File: config.mk
export PLATFORM = sky130hd
export DESIGN_NAME = hazard_unit
export DESIGN_NICKNAME = d
export VERILOG_FILES = /design/src/verilog/core_pkg.sv /design/src/verilog/hazard_unit.sv
export VERILOG_INCLUDE_DIRS = /design/src /design/src/verilog
export SDC_FILE = /design/constraint.sdc
export NUM_CORES = 1
export LEC_CHECK = 0
export BUFFER_PORTS_ARGS = -buffer_cell sky130_fd_sc_hd__buf_2
export CAP_MARGIN = 20
export CELL_PAD_IN_SITES_DETAIL_PLACEMENT = 0
export CELL_PAD_IN_SITES_GLOBAL_PLACEMENT = 1
export CORE_AREA = 2 2 39 41
export DETAILED_ROUTE_END_ITERATION = 16
export DIE_AREA = 0 0 41 43
export PLACE_DENSITY = 0.59
export SLEW_MARGIN = 10
export SYNTH_ARGS = -nofsm -noshare
export SYNTH_HDL_FRONTEND = slang
export SYNTH_SLANG_ARGS = --single-unit
File: constraint.sdc
create_clock -name vclk -period 1.4
set_input_delay 0.28 -clock vclk [all_inputs]
set_output_delay 0.28 -clock vclk [all_outputs]
set_load 0.01 [all_outputs]
File: src/verilog/core_settings.svh
`ifndef CORE_SETTINGS_SVH
`define CORE_SETTINGS_SVH

// Integer data path width, RV64
`define XLEN 64

// Fetched instruction width
`define ILEN 32

// Architectural register index
`define REG_IDX_W 5

// x0 through x31
`define REG_COUNT 32

`endif

File: src/verilog/core_pkg.sv
`default_nettype none

`include "core_settings.svh"

package core_pkg;

    // Major opcodes handled by this slice
    typedef enum logic [6:0] {
        OPC_OP     = 7'b0110011,
        OPC_OP_IMM = 7'b0010011,
        OPC_LUI    = 7'b0110111,
        OPC_AUIPC  = 7'b0010111,
        OPC_JAL    = 7'b1101111,
        OPC_JALR   = 7'b1100111
    } opcode_t;

    typedef enum logic [3:0] {
        ALU_ADD    = 4'd0,
        ALU_SUB    = 4'd1,
        ALU_AND    = 4'd2,
        ALU_OR     = 4'd3,
        ALU_XOR    = 4'd4,
        ALU_SLT    = 4'd5,
        ALU_SLL    = 4'd6,
        ALU_SRL    = 4'd7,
        ALU_PASS_B = 4'd8,
        ALU_LINK   = 4'd9
    } alu_op_t;

    // FROM_WRITE kept for a later write-port bypass
    typedef enum logic [1:0] {
        FWD_REGFILE    = 2'd0,
        FWD_FROM_WB    = 2'd1,
        FWD_FROM_WRITE = 2'd2
    } fwd_sel_t;

    // ID/EX payload, all-zero is a bubble
    typedef struct packed {
        logic                  reg_write;
        logic                  alu_src;
        logic                  u_src;
        logic                  uj_src;
        logic                  jalr_src;
        alu_op_t               alu_op;
        logic [`REG_IDX_W-1:0] rs1;
        logic [`REG_IDX_W-1:0] rs2;
        logic [`REG_IDX_W-1:0] rd;
        logic [`XLEN-1:0]      read_data1;
        logic [`XLEN-1:0]      read_data2;
        logic [`XLEN-1:0]      imm;
        logic [`XLEN-1:0]      pc;
        logic [`ILEN-1:0]      instr;
    } id_ex_t;

    // EX/WB payload
    typedef struct packed {
        logic                  reg_write;
        logic [`REG_IDX_W-1:0] rd;
        logic [`XLEN-1:0]      result;
    } ex_wb_t;

endpackage

`default_nettype wire

File: src/verilog/hazard_unit.sv
`timescale 1ns/100ps
`default_nettype none

`include "core_settings.svh"

module hazard_unit
    import core_pkg::*;
(
    input  logic                  stall,
    input  logic                  instr_valid,
    input  logic [`REG_IDX_W-1:0] ex_rs1,
    input  logic [`REG_IDX_W-1:0] ex_rs2,
    input  logic [`REG_IDX_W-1:0] wb_rd,
    input  logic                  wb_reg_write,
    output fwd_sel_t              fwd_a,
    output fwd_sel_t              fwd_b,
    output logic                  id_ex_hold,
    output logic                  id_ex_bubble,
    output logic                  ex_wb_bubble
);

    logic wb_live;

    // EX/WB result that will land in the register file
    assign wb_live = wb_reg_write && (wb_rd != '0);

    assign fwd_a = (wb_live && wb_rd == ex_rs1) ? FWD_FROM_WB : FWD_REGFILE;
    assign fwd_b = (wb_live && wb_rd == ex_rs2) ? FWD_FROM_WB : FWD_REGFILE;

    // Stall freezes ID/EX and drains EX/WB
    assign id_ex_hold   = stall;
    assign ex_wb_bubble = stall;

    // Nothing to accept from fetch
    assign id_ex_bubble = !stall && !instr_valid;

endmodule

`default_nettype wire

==> summary.md <==
| Metric | Value |
|---|---|
| Leading area contributor after synthesis | xnor2_1 |
| Final cycle utilization of the critical path | 107% |
| Total gr overflow | 0 |
| Largest fanout on the critical path | 2 |
| Setup WS post-layout | -0.0953 ns |
| Syn avg cell area | 7.34 sq um |
| FF+latch area | 0 sq um |
| Failing checks | negative setup slack |
| Nets | 66 |
| Initial DRC count | 0 |
| WL/cell | 8.29 microns |
| Synth top area cells | xnor2_1, xor2_1, buf_4 |
| Worst Path Required | 1.12 ns |
| Most common cell in the netlist | xnor2_1 |
| First-pass GRT wire length | 738 microns |
| Dpl cells | 62 |
| Boundary Pins | 25 |
| Core ar. | 1380 sq um |
| GR Util met3 | 0% |
| Slew Viols, Final | 0 |
| Vert. Die Dim | 43 microns |
| Peak VDD IR | 0.0456 mV |
| PwrDens | 274 nW/um^2 |
| Sequential share of the synthesized area | 0% |
| Post-route ant nets | 0 |
| Post-route cell area | 349 sq um |
| Area delta synth->final | 116% |
| Diode count | 0 |
| Share of post-route cells with drive strength above 1 | 69.6% |
| Largest net degree at the start of global routing | 4 |
| Leak | 0.176 nW |
| F_max | 669 MHz |
| Starting Density | 11.7% |
| Hold crit path type | in2out |
| Post-CTS Setup Inserts | 0 |
| Rows | 14 |
| # DRC | 0 |
| Port bufs | 23 |
| Number of max-cap violations | 0 |
| DP HPWL | 462 microns |
| Crit path launch type | input pin |
| Mapped Cells | 22 |
| Cell Area, Synth | 161 sq um |
| Fin Hold WS | 0.773 ns |
| Vias/cell | 3.58 |
| Routability congestion estimate | 0.550 |
| Drt first pass iters | 1 |
| Antenna violations before repair | 0 |
| Critical path arrival | 1.22 ns |
| Outcome | finished, violations left |
| Vias in the first global route | 205 |
| Via count | 222 |
| WL final | 514 microns |
| Endpoint class of the critical path | primary output |
| Clock buffers | 0 |
| Post-Layout Cell Count | 62 |
| Period minus WS final | 1.50 ns |
| Total track usage | 5.70% |
| Yosys top cell area share | 32.6% |
| Total Power | 95.6 uW |
| GRT Max-Usage Layer | met2 |
| Sequential cell count | 0 |
| Final setup fails | 2 |
| Chip width | 41 microns |
| Area of the die | 1760 sq um |
| Met1 Track Usage GR | 4.44% |
| RSZ-0062 raised after global routing | true |
| Critical path type | in2out |
| M2 GR Usage | 13.4% |
| Post-synth top cells | xnor2_1, buf_4, xor2_1 |
| DP Area | 300 sq um |
| Distinct cells, synth | 8 |
| Synth warnings | 0 |
| Final hold vios | 0 |
[report_power, final]
group	internal [mW]	switching (mW)	total, mW
Clock	0	0	0
Sequential	0	0	0
Combinational	0.0555	0.0401	0.0956
Total	0.0555	0.0401	0.0956
[routing by layer]
metal	vias up	part of all wire [%]
met5	-	0
met3	0	12
met2	12	59
li1	118	-
met1	92	29
met4	0	0
[critical path, stage by stage]
cell,delay [ns]
buf_6,0.09
or4_4,0.54
nor2_4,0.11
nor4_1,0.06
buf_2,0.14
[final cells by class]
class | instances | area (sq um)
tap | 16 | 20.0
multi-input combinational | 19 | 168
fill | 160 | 1030
timing repair buffer | 27 | 161
[layout by cell type (no fill, tap or decap)]
cell | synthesis | routed
xnor2_2 | 0 | 2
nor2_1 | 2 | 1
conb_1 | 1 | 2
nor2_4 | 0 | 1
buf_6 | 0 | 3
xor2_1 | 4 | 4
buf_4 | 4 | 3
nor4_1 | 2 | 1
nor4_2 | 0 | 1
buf_2 | 0 | 21
xnor2_1 | 6 | 4
or4_4 | 0 | 1
nand4_1 | 2 | 2
[final timing paths]
| check | from | endpoint | depth (start not counted) |
|---|---|---|---|
| worst max-delay path | wb_rd[1] | fwd_a[0] | 5 |
| worst min-delay path | stall | id_ex_hold | 2 |
[stage by stage]
step                setup WS, ns  TNS (ns)  util (%)
global route              -0.125    -0.238      25.2
CTS                       -0.108    -0.209      24.8
detailed placement        -0.122    -0.239      21.7
finish                   -0.0953    -0.183      25.2
floorplan                  0.124         0         -
global placement          -0.115    -0.230      21.7
[kinds of logic (layout without fill, tap and decap cells)]
family,after synthesis,after routing,synth area share [%]
XOR/XNOR,10,10,54.3
AND/OR/NAND/NOR,7,7,24.8
buffers and inverters,4,27,18.6
other,1,2,2.32
[repair_timing]
item | CTS | global route
endpoints found under the setup margin | 2 | 2
gates resized for setup | 8 | 1
cloned | 0 | 0
hold buffers | 0 | 0
pin swaps | 6 | 4
Power figures use the tool's default switching activity.
