## src/verilog/core_settings.svh

```systemverilog
`ifndef CORE_SETTINGS_SVH
`define CORE_SETTINGS_SVH

// Integer data path width, RV64
`define XLEN 64

// Fetched instruction width
`define ILEN 32

// Architectural register index
`define REG_IDX_W 5

// x0 through x31
`define REG_COUNT 32

`endif

```

## src/verilog/core_pkg.sv

```systemverilog
`default_nettype none

`include "core_settings.svh"

package core_pkg;

    // Major opcodes handled by this slice
    typedef enum logic [6:0] {
        OPC_OP     = 7'b0110011,
        OPC_OP_IMM = 7'b0010011,
        OPC_LUI    = 7'b0110111,
        OPC_AUIPC  = 7'b0010111,
        OPC_JAL    = 7'b1101111,
        OPC_JALR   = 7'b1100111
    } opcode_t;

    typedef enum logic [3:0] {
        ALU_ADD    = 4'd0,
        ALU_SUB    = 4'd1,
        ALU_AND    = 4'd2,
        ALU_OR     = 4'd3,
        ALU_XOR    = 4'd4,
        ALU_SLT    = 4'd5,
        ALU_SLL    = 4'd6,
        ALU_SRL    = 4'd7,
        ALU_PASS_B = 4'd8,
        ALU_LINK   = 4'd9
    } alu_op_t;

    // FROM_WRITE kept for a later write-port bypass
    typedef enum logic [1:0] {
        FWD_REGFILE    = 2'd0,
        FWD_FROM_WB    = 2'd1,
        FWD_FROM_WRITE = 2'd2
    } fwd_sel_t;

    // ID/EX payload, all-zero is a bubble
    typedef struct packed {
        logic                  reg_write;
        logic                  alu_src;
        logic                  u_src;
        logic                  uj_src;
        logic                  jalr_src;
        alu_op_t               alu_op;
        logic [`REG_IDX_W-1:0] rs1;
        logic [`REG_IDX_W-1:0] rs2;
        logic [`REG_IDX_W-1:0] rd;
        logic [`XLEN-1:0]      read_data1;
        logic [`XLEN-1:0]      read_data2;
        logic [`XLEN-1:0]      imm;
        logic [`XLEN-1:0]      pc;
        logic [`ILEN-1:0]      instr;
    } id_ex_t;

    // EX/WB payload
    typedef struct packed {
        logic                  reg_write;
        logic [`REG_IDX_W-1:0] rd;
        logic [`XLEN-1:0]      result;
    } ex_wb_t;

endpackage

`default_nettype wire

```

## src/verilog/int_alu.sv

```systemverilog
`timescale 1ns/100ps
`default_nettype none

`include "core_settings.svh"

module int_alu
    import core_pkg::*;
(
    input  id_ex_t           ex_in,
    input  fwd_sel_t         fwd_a,
    input  fwd_sel_t         fwd_b,
    input  logic [`XLEN-1:0] wb_result,
    output ex_wb_t           ex_out
);

    logic [`XLEN-1:0] src1;
    logic [`XLEN-1:0] src2;
    logic [`XLEN-1:0] op_a;
    logic [`XLEN-1:0] op_b;
    logic [5:0]       shamt;
    logic             less;
    logic [`XLEN-1:0] result;

    // Forwarded register values
    assign src1 = (fwd_a == FWD_FROM_WB) ? wb_result : ex_in.read_data1;
    assign src2 = (fwd_b == FWD_FROM_WB) ? wb_result : ex_in.read_data2;

    // AUIPC takes pc as operand A
    assign op_a  = ex_in.u_src ? ex_in.pc : src1;
    assign op_b  = ex_in.alu_src ? ex_in.imm : src2;
    assign shamt = op_b[5:0];
    assign less  = $signed(op_a) < $signed(op_b);

    always_comb begin
        case (ex_in.alu_op)
            ALU_ADD:    result = op_a + op_b;
            ALU_SUB:    result = op_a - op_b;
            ALU_AND:    result = op_a & op_b;
            ALU_OR:     result = op_a | op_b;
            ALU_XOR:    result = op_a ^ op_b;
            ALU_SLT:    result = {{(`XLEN-1){1'b0}}, less};
            ALU_SLL:    result = op_a << shamt;
            ALU_SRL:    result = op_a >> shamt;
            ALU_PASS_B: result = op_b;
            // Return address for JAL and JALR
            ALU_LINK:   result = ex_in.pc + `XLEN'd4;
            default:    result = '0;
        endcase
    end

    assign ex_out.reg_write = ex_in.reg_write;
    assign ex_out.rd        = ex_in.rd;
    assign ex_out.result    = result;

endmodule

`default_nettype wire

```

## config.mk

```make
export PLATFORM = sky130hd
export DESIGN_NAME = int_alu
export DESIGN_NICKNAME = d
export VERILOG_FILES = /design/src/verilog/core_pkg.sv /design/src/verilog/int_alu.sv
export VERILOG_INCLUDE_DIRS = /design/src /design/src/verilog
export SDC_FILE = /design/constraint.sdc
export NUM_CORES = 1
export LEC_CHECK = 0
export ABC_AREA = 1
export BUFFER_PORTS_ARGS = -buffer_cell sky130_fd_sc_hd__buf_2
export CAP_MARGIN = 15
export CORE_MARGIN = 5
export CORE_UTILIZATION = 30
export DETAILED_ROUTE_END_ITERATION = 8
export PLACE_DENSITY_LB_ADDON = 0.3
export SLEW_MARGIN = 20
export SYNTH_ARGS = -nofsm -noshare
export SYNTH_HDL_FRONTEND = slang
export SYNTH_SLANG_ARGS = --single-unit
```

## constraint.sdc

```tcl
create_clock -name vclk -period 4.6
set_clock_uncertainty 0.2 [all_clocks]
set_input_delay 0.23 -clock vclk [all_inputs]
set_output_delay 0.23 -clock vclk [all_outputs]
set_load 0.05 [all_outputs]
```

==> results by group <==
Synthesis
  • Sequential share of the synthesized area: 0%
  • Count of cell types in the netlist: 56
  • Mux contribution to synthesized area: less than 1%
  • Largest family of logic cells by synthesized area: simple AND/OR/NAND/NOR gates
  • Post-Synth XOR/XNOR Area: less than 1%
  • Syn_nets: just under 6000
  • Post-Synth Simple-Gate Area: 55.0%
  • Mapped Cells: 5369
  • Synth Area in Compound Gates: between 20% and 30%
  • Synth warnings: 0
  • Syn Area/Cell: slightly below 5 sq um
  • Mapped Area: between 20000 and 30000 sq um
  • Post-synthesis adder-cell area fraction: around a tenth

Critical path
  • Worst Path Arrival: roughly 4200 ps
  • Startpoint Class: primary input
  • CP Data Required Time: around 4200 ps
  • Max FO, Critical Path: 26
  • Crit path kind: primary input to output pin
  • CP Capture Type: output pin

GRT
  • Grt total ovfl: 0
  • First-pass GRT wire length: 298000 um
  • Pin count of the biggest net entering global routing: about 140
  • Antenna violations before repair: 12
  • Vias in the first global route: ~40000
  • GRT Resource Usage Total: ~44%

Place
  • Port Buffer Count: between 300 and 400
  • Setup slack at placement: -39.8 ps
  • Placed inst area: between 30000 and 40000 sq um
  • Routability Congestion: between 1 and 1.5
  • Final HPWL DP: between 150000 and 200000 um

Power and ir drop
  • Pwr dens: 218 nW/um^2
  • Cell Int Power: 2.45 mW
  • Clk pwr share: 0%
  • Worst vdd rail ir drop: approximately 120 uV
  • Cell leakage power: 17.1 nW
  • Switching power: between 5 and 6 mW
  • Combinational power share: 100.0%
  • Switching Share: between 60% and 70%
  • Sequential power share: 0%

Finish
  • Fillers: just over 10000
  • Area delta synth->final: 30.8%
  • Fin area: 34100 sq um
  • Commonest non-fill, non-tap cell in the layout: nand2_1
  • Clock buffer cells: 0
  • Fin nets: 6674
  • Most frequent cells in the layout: nand2_1, nand3_1, inv_1, buf_4, nor2_1
  • Layout cell share with drive strength beyond 1: about a fifth
  • Fin util: about 39%
  • Seq_cells: 0
  • Seq. cell area: 0 sq um

Die
  • Core ar.: about 86000 sq um
  • Row count: between 100 and 150
  • Die area: slightly above 90000 sq um
  • Die W: 305 um
  • Initial Util: a little under a third
  • Die Ht: 305 um
  • Ports: 450

Drt
  • Wirelength per Cell: 30.6 um
  • Initial DRC count: 5868
  • Vias/cell: a little under 6
  • # DRC: 0
  • Routed Antenna Nets: 0
  • Final WL: ~220000 um
  • DRT Pass-1 Iters: 8
  • Via count: about 43000

Timing
  • Slew Viols, Final: 0
  • Slew headroom: between 20 and 30%
  • Worst Max-Slew Pin Slew: between 1000 and 1500 ps
  • F_max: around 220 MHz
  • Fin crit period: approximately 4600 ps
  • Setup TNS: -2.35 ps
  • Period utilization: 100%
  • Hold Fails Final Rpt: 0
  • Final setup vio count: 1
  • Final Worst Setup Slack: -2.35 ps
  • Worst hold slack: ~260 ps

Hold path
  • Worst hold path type: primary input to output pin

Run
  • # Max-Cap Violations: 0

Status
  • Failing checks: setup timing
  • Status: complete, but fails checks

Clock network
  • # hold bufs at CTS: 0
-- cell families after synthesis --
logic type | count (synthesis)
XOR/XNOR | 19
multiplexers | 1
AND/OR/NAND/NOR | 3303
buffers and inverters | 933
adder cells (fa/ha/maj) | 198
AO/OA/AOI/OAI | 915
-- path summary, 6_finish.rpt --
path | from | slack (ps) | cells after the start | end
hold / removal | ex_in[292] | 260 | 0 | ex_out[68]
setup / recovery | fwd_b[0] | -2 | 19 | ex_out[35]
-- synth_stat cells, drive strengths merged, types with 2 or more instances --
master | n | area (sq um)
a221oi | 41 | 359
inv | 644 | 2420
o22ai | 25 | 156
nand4 | 75 | 469
ha | 196 | 2450
a21oi | 308 | 1540
o31ai | 3 | 27.5
nand2 | 1399 | 5270
and3 | 6 | 37.5
o21a | 15 | 113
o221ai | 3 | 26.3
a31oi | 19 | 119
o2111ai | 10 | 87.6
a211oi | 14 | 105
xor2 | 18 | 158
nand3 | 1106 | 5540
o21bai | 15 | 113
a21o | 19 | 143
o211ai | 56 | 420
buf | 171 | 955
a21boi | 14 | 109
nor3 | 87 | 450
clkinv | 4 | 15.0
nor3b | 3 | 22.5
nor4 | 18 | 119
a2111oi | 2 | 17.5
nand3b | 11 | 82.6
or2 | 22 | 138
fa | 2 | 40.0
and2 | 6 | 37.5
nor2 | 570 | 2170
clkbuf | 114 | 428
o21ai | 368 | 1900
-- worst max-delay path: stages --
cell and delay, ps:
buf_2 130, inv_2 50, nor2_4 210, buf_12 210, nand2_1 170, nand3_1 110, o21ai_1 180, buf_4 300
nor2_1 800, inv_1 480, o21bai_1 400, nor2_1 70, nand2_1 120, nor2_1 70, buf_4 160, nand2_1 60
inv_1 40, nand2_1 170, buf_12 170
-- per-stage QoR --
stage	total power, mW	std cells
2_1_floorplan	3.55	5369
3_3_place_gp	7.05	7239
3_5_place_dp	7.05	7239
4_1_cts	7.08	7239
5_1_grt	7.75	7252
6_report	7.45	7256
-- timing repair --
item / in CTS / in global routing
gates resized for setup: 3 / 92
endpoints found under the setup margin: 2 / 50
gates cloned: 0 / 0
pin swaps: 1 / 4
setup buffers: 0 / 10
-- power groups by stage --
stage | clock network (mW) | logic (mW) | registers, mW
2_1_floorplan | 0 | 3.55 | 0
3_3_place_gp | 0 | 7.05 | 0
3_5_place_dp | 0 | 7.05 | 0
4_1_cts | 0 | 7.08 | 0
5_1_grt | 0.0000000874 | 7.75 | 0
6_report | 0.000000182 | 7.45 | 0
-- routing by layer --
metal	vias up	global-route usage [%]	wire, um
met2	2839	69.7	94800
li1	19400	-	-
met5	-	0	18
met4	2	25.6	16600
met3	508	10.9	25600
met1	20300	55.7	85000
-- area by class of cell --
class / count / area (sq um) / share of cell area (%)
Antenna cell: 7 / 17.5 / 0.0513
Inverter: 648 / 2440 / 7.16
Multi-Input combinational cell: 4436 / 22600 / 66.1
Tap cell: 1155 / 1450 / 4.24
Timing Repair Buffer: 1010 / 7640 / 22.4
Power figures use the tool's default switching activity.
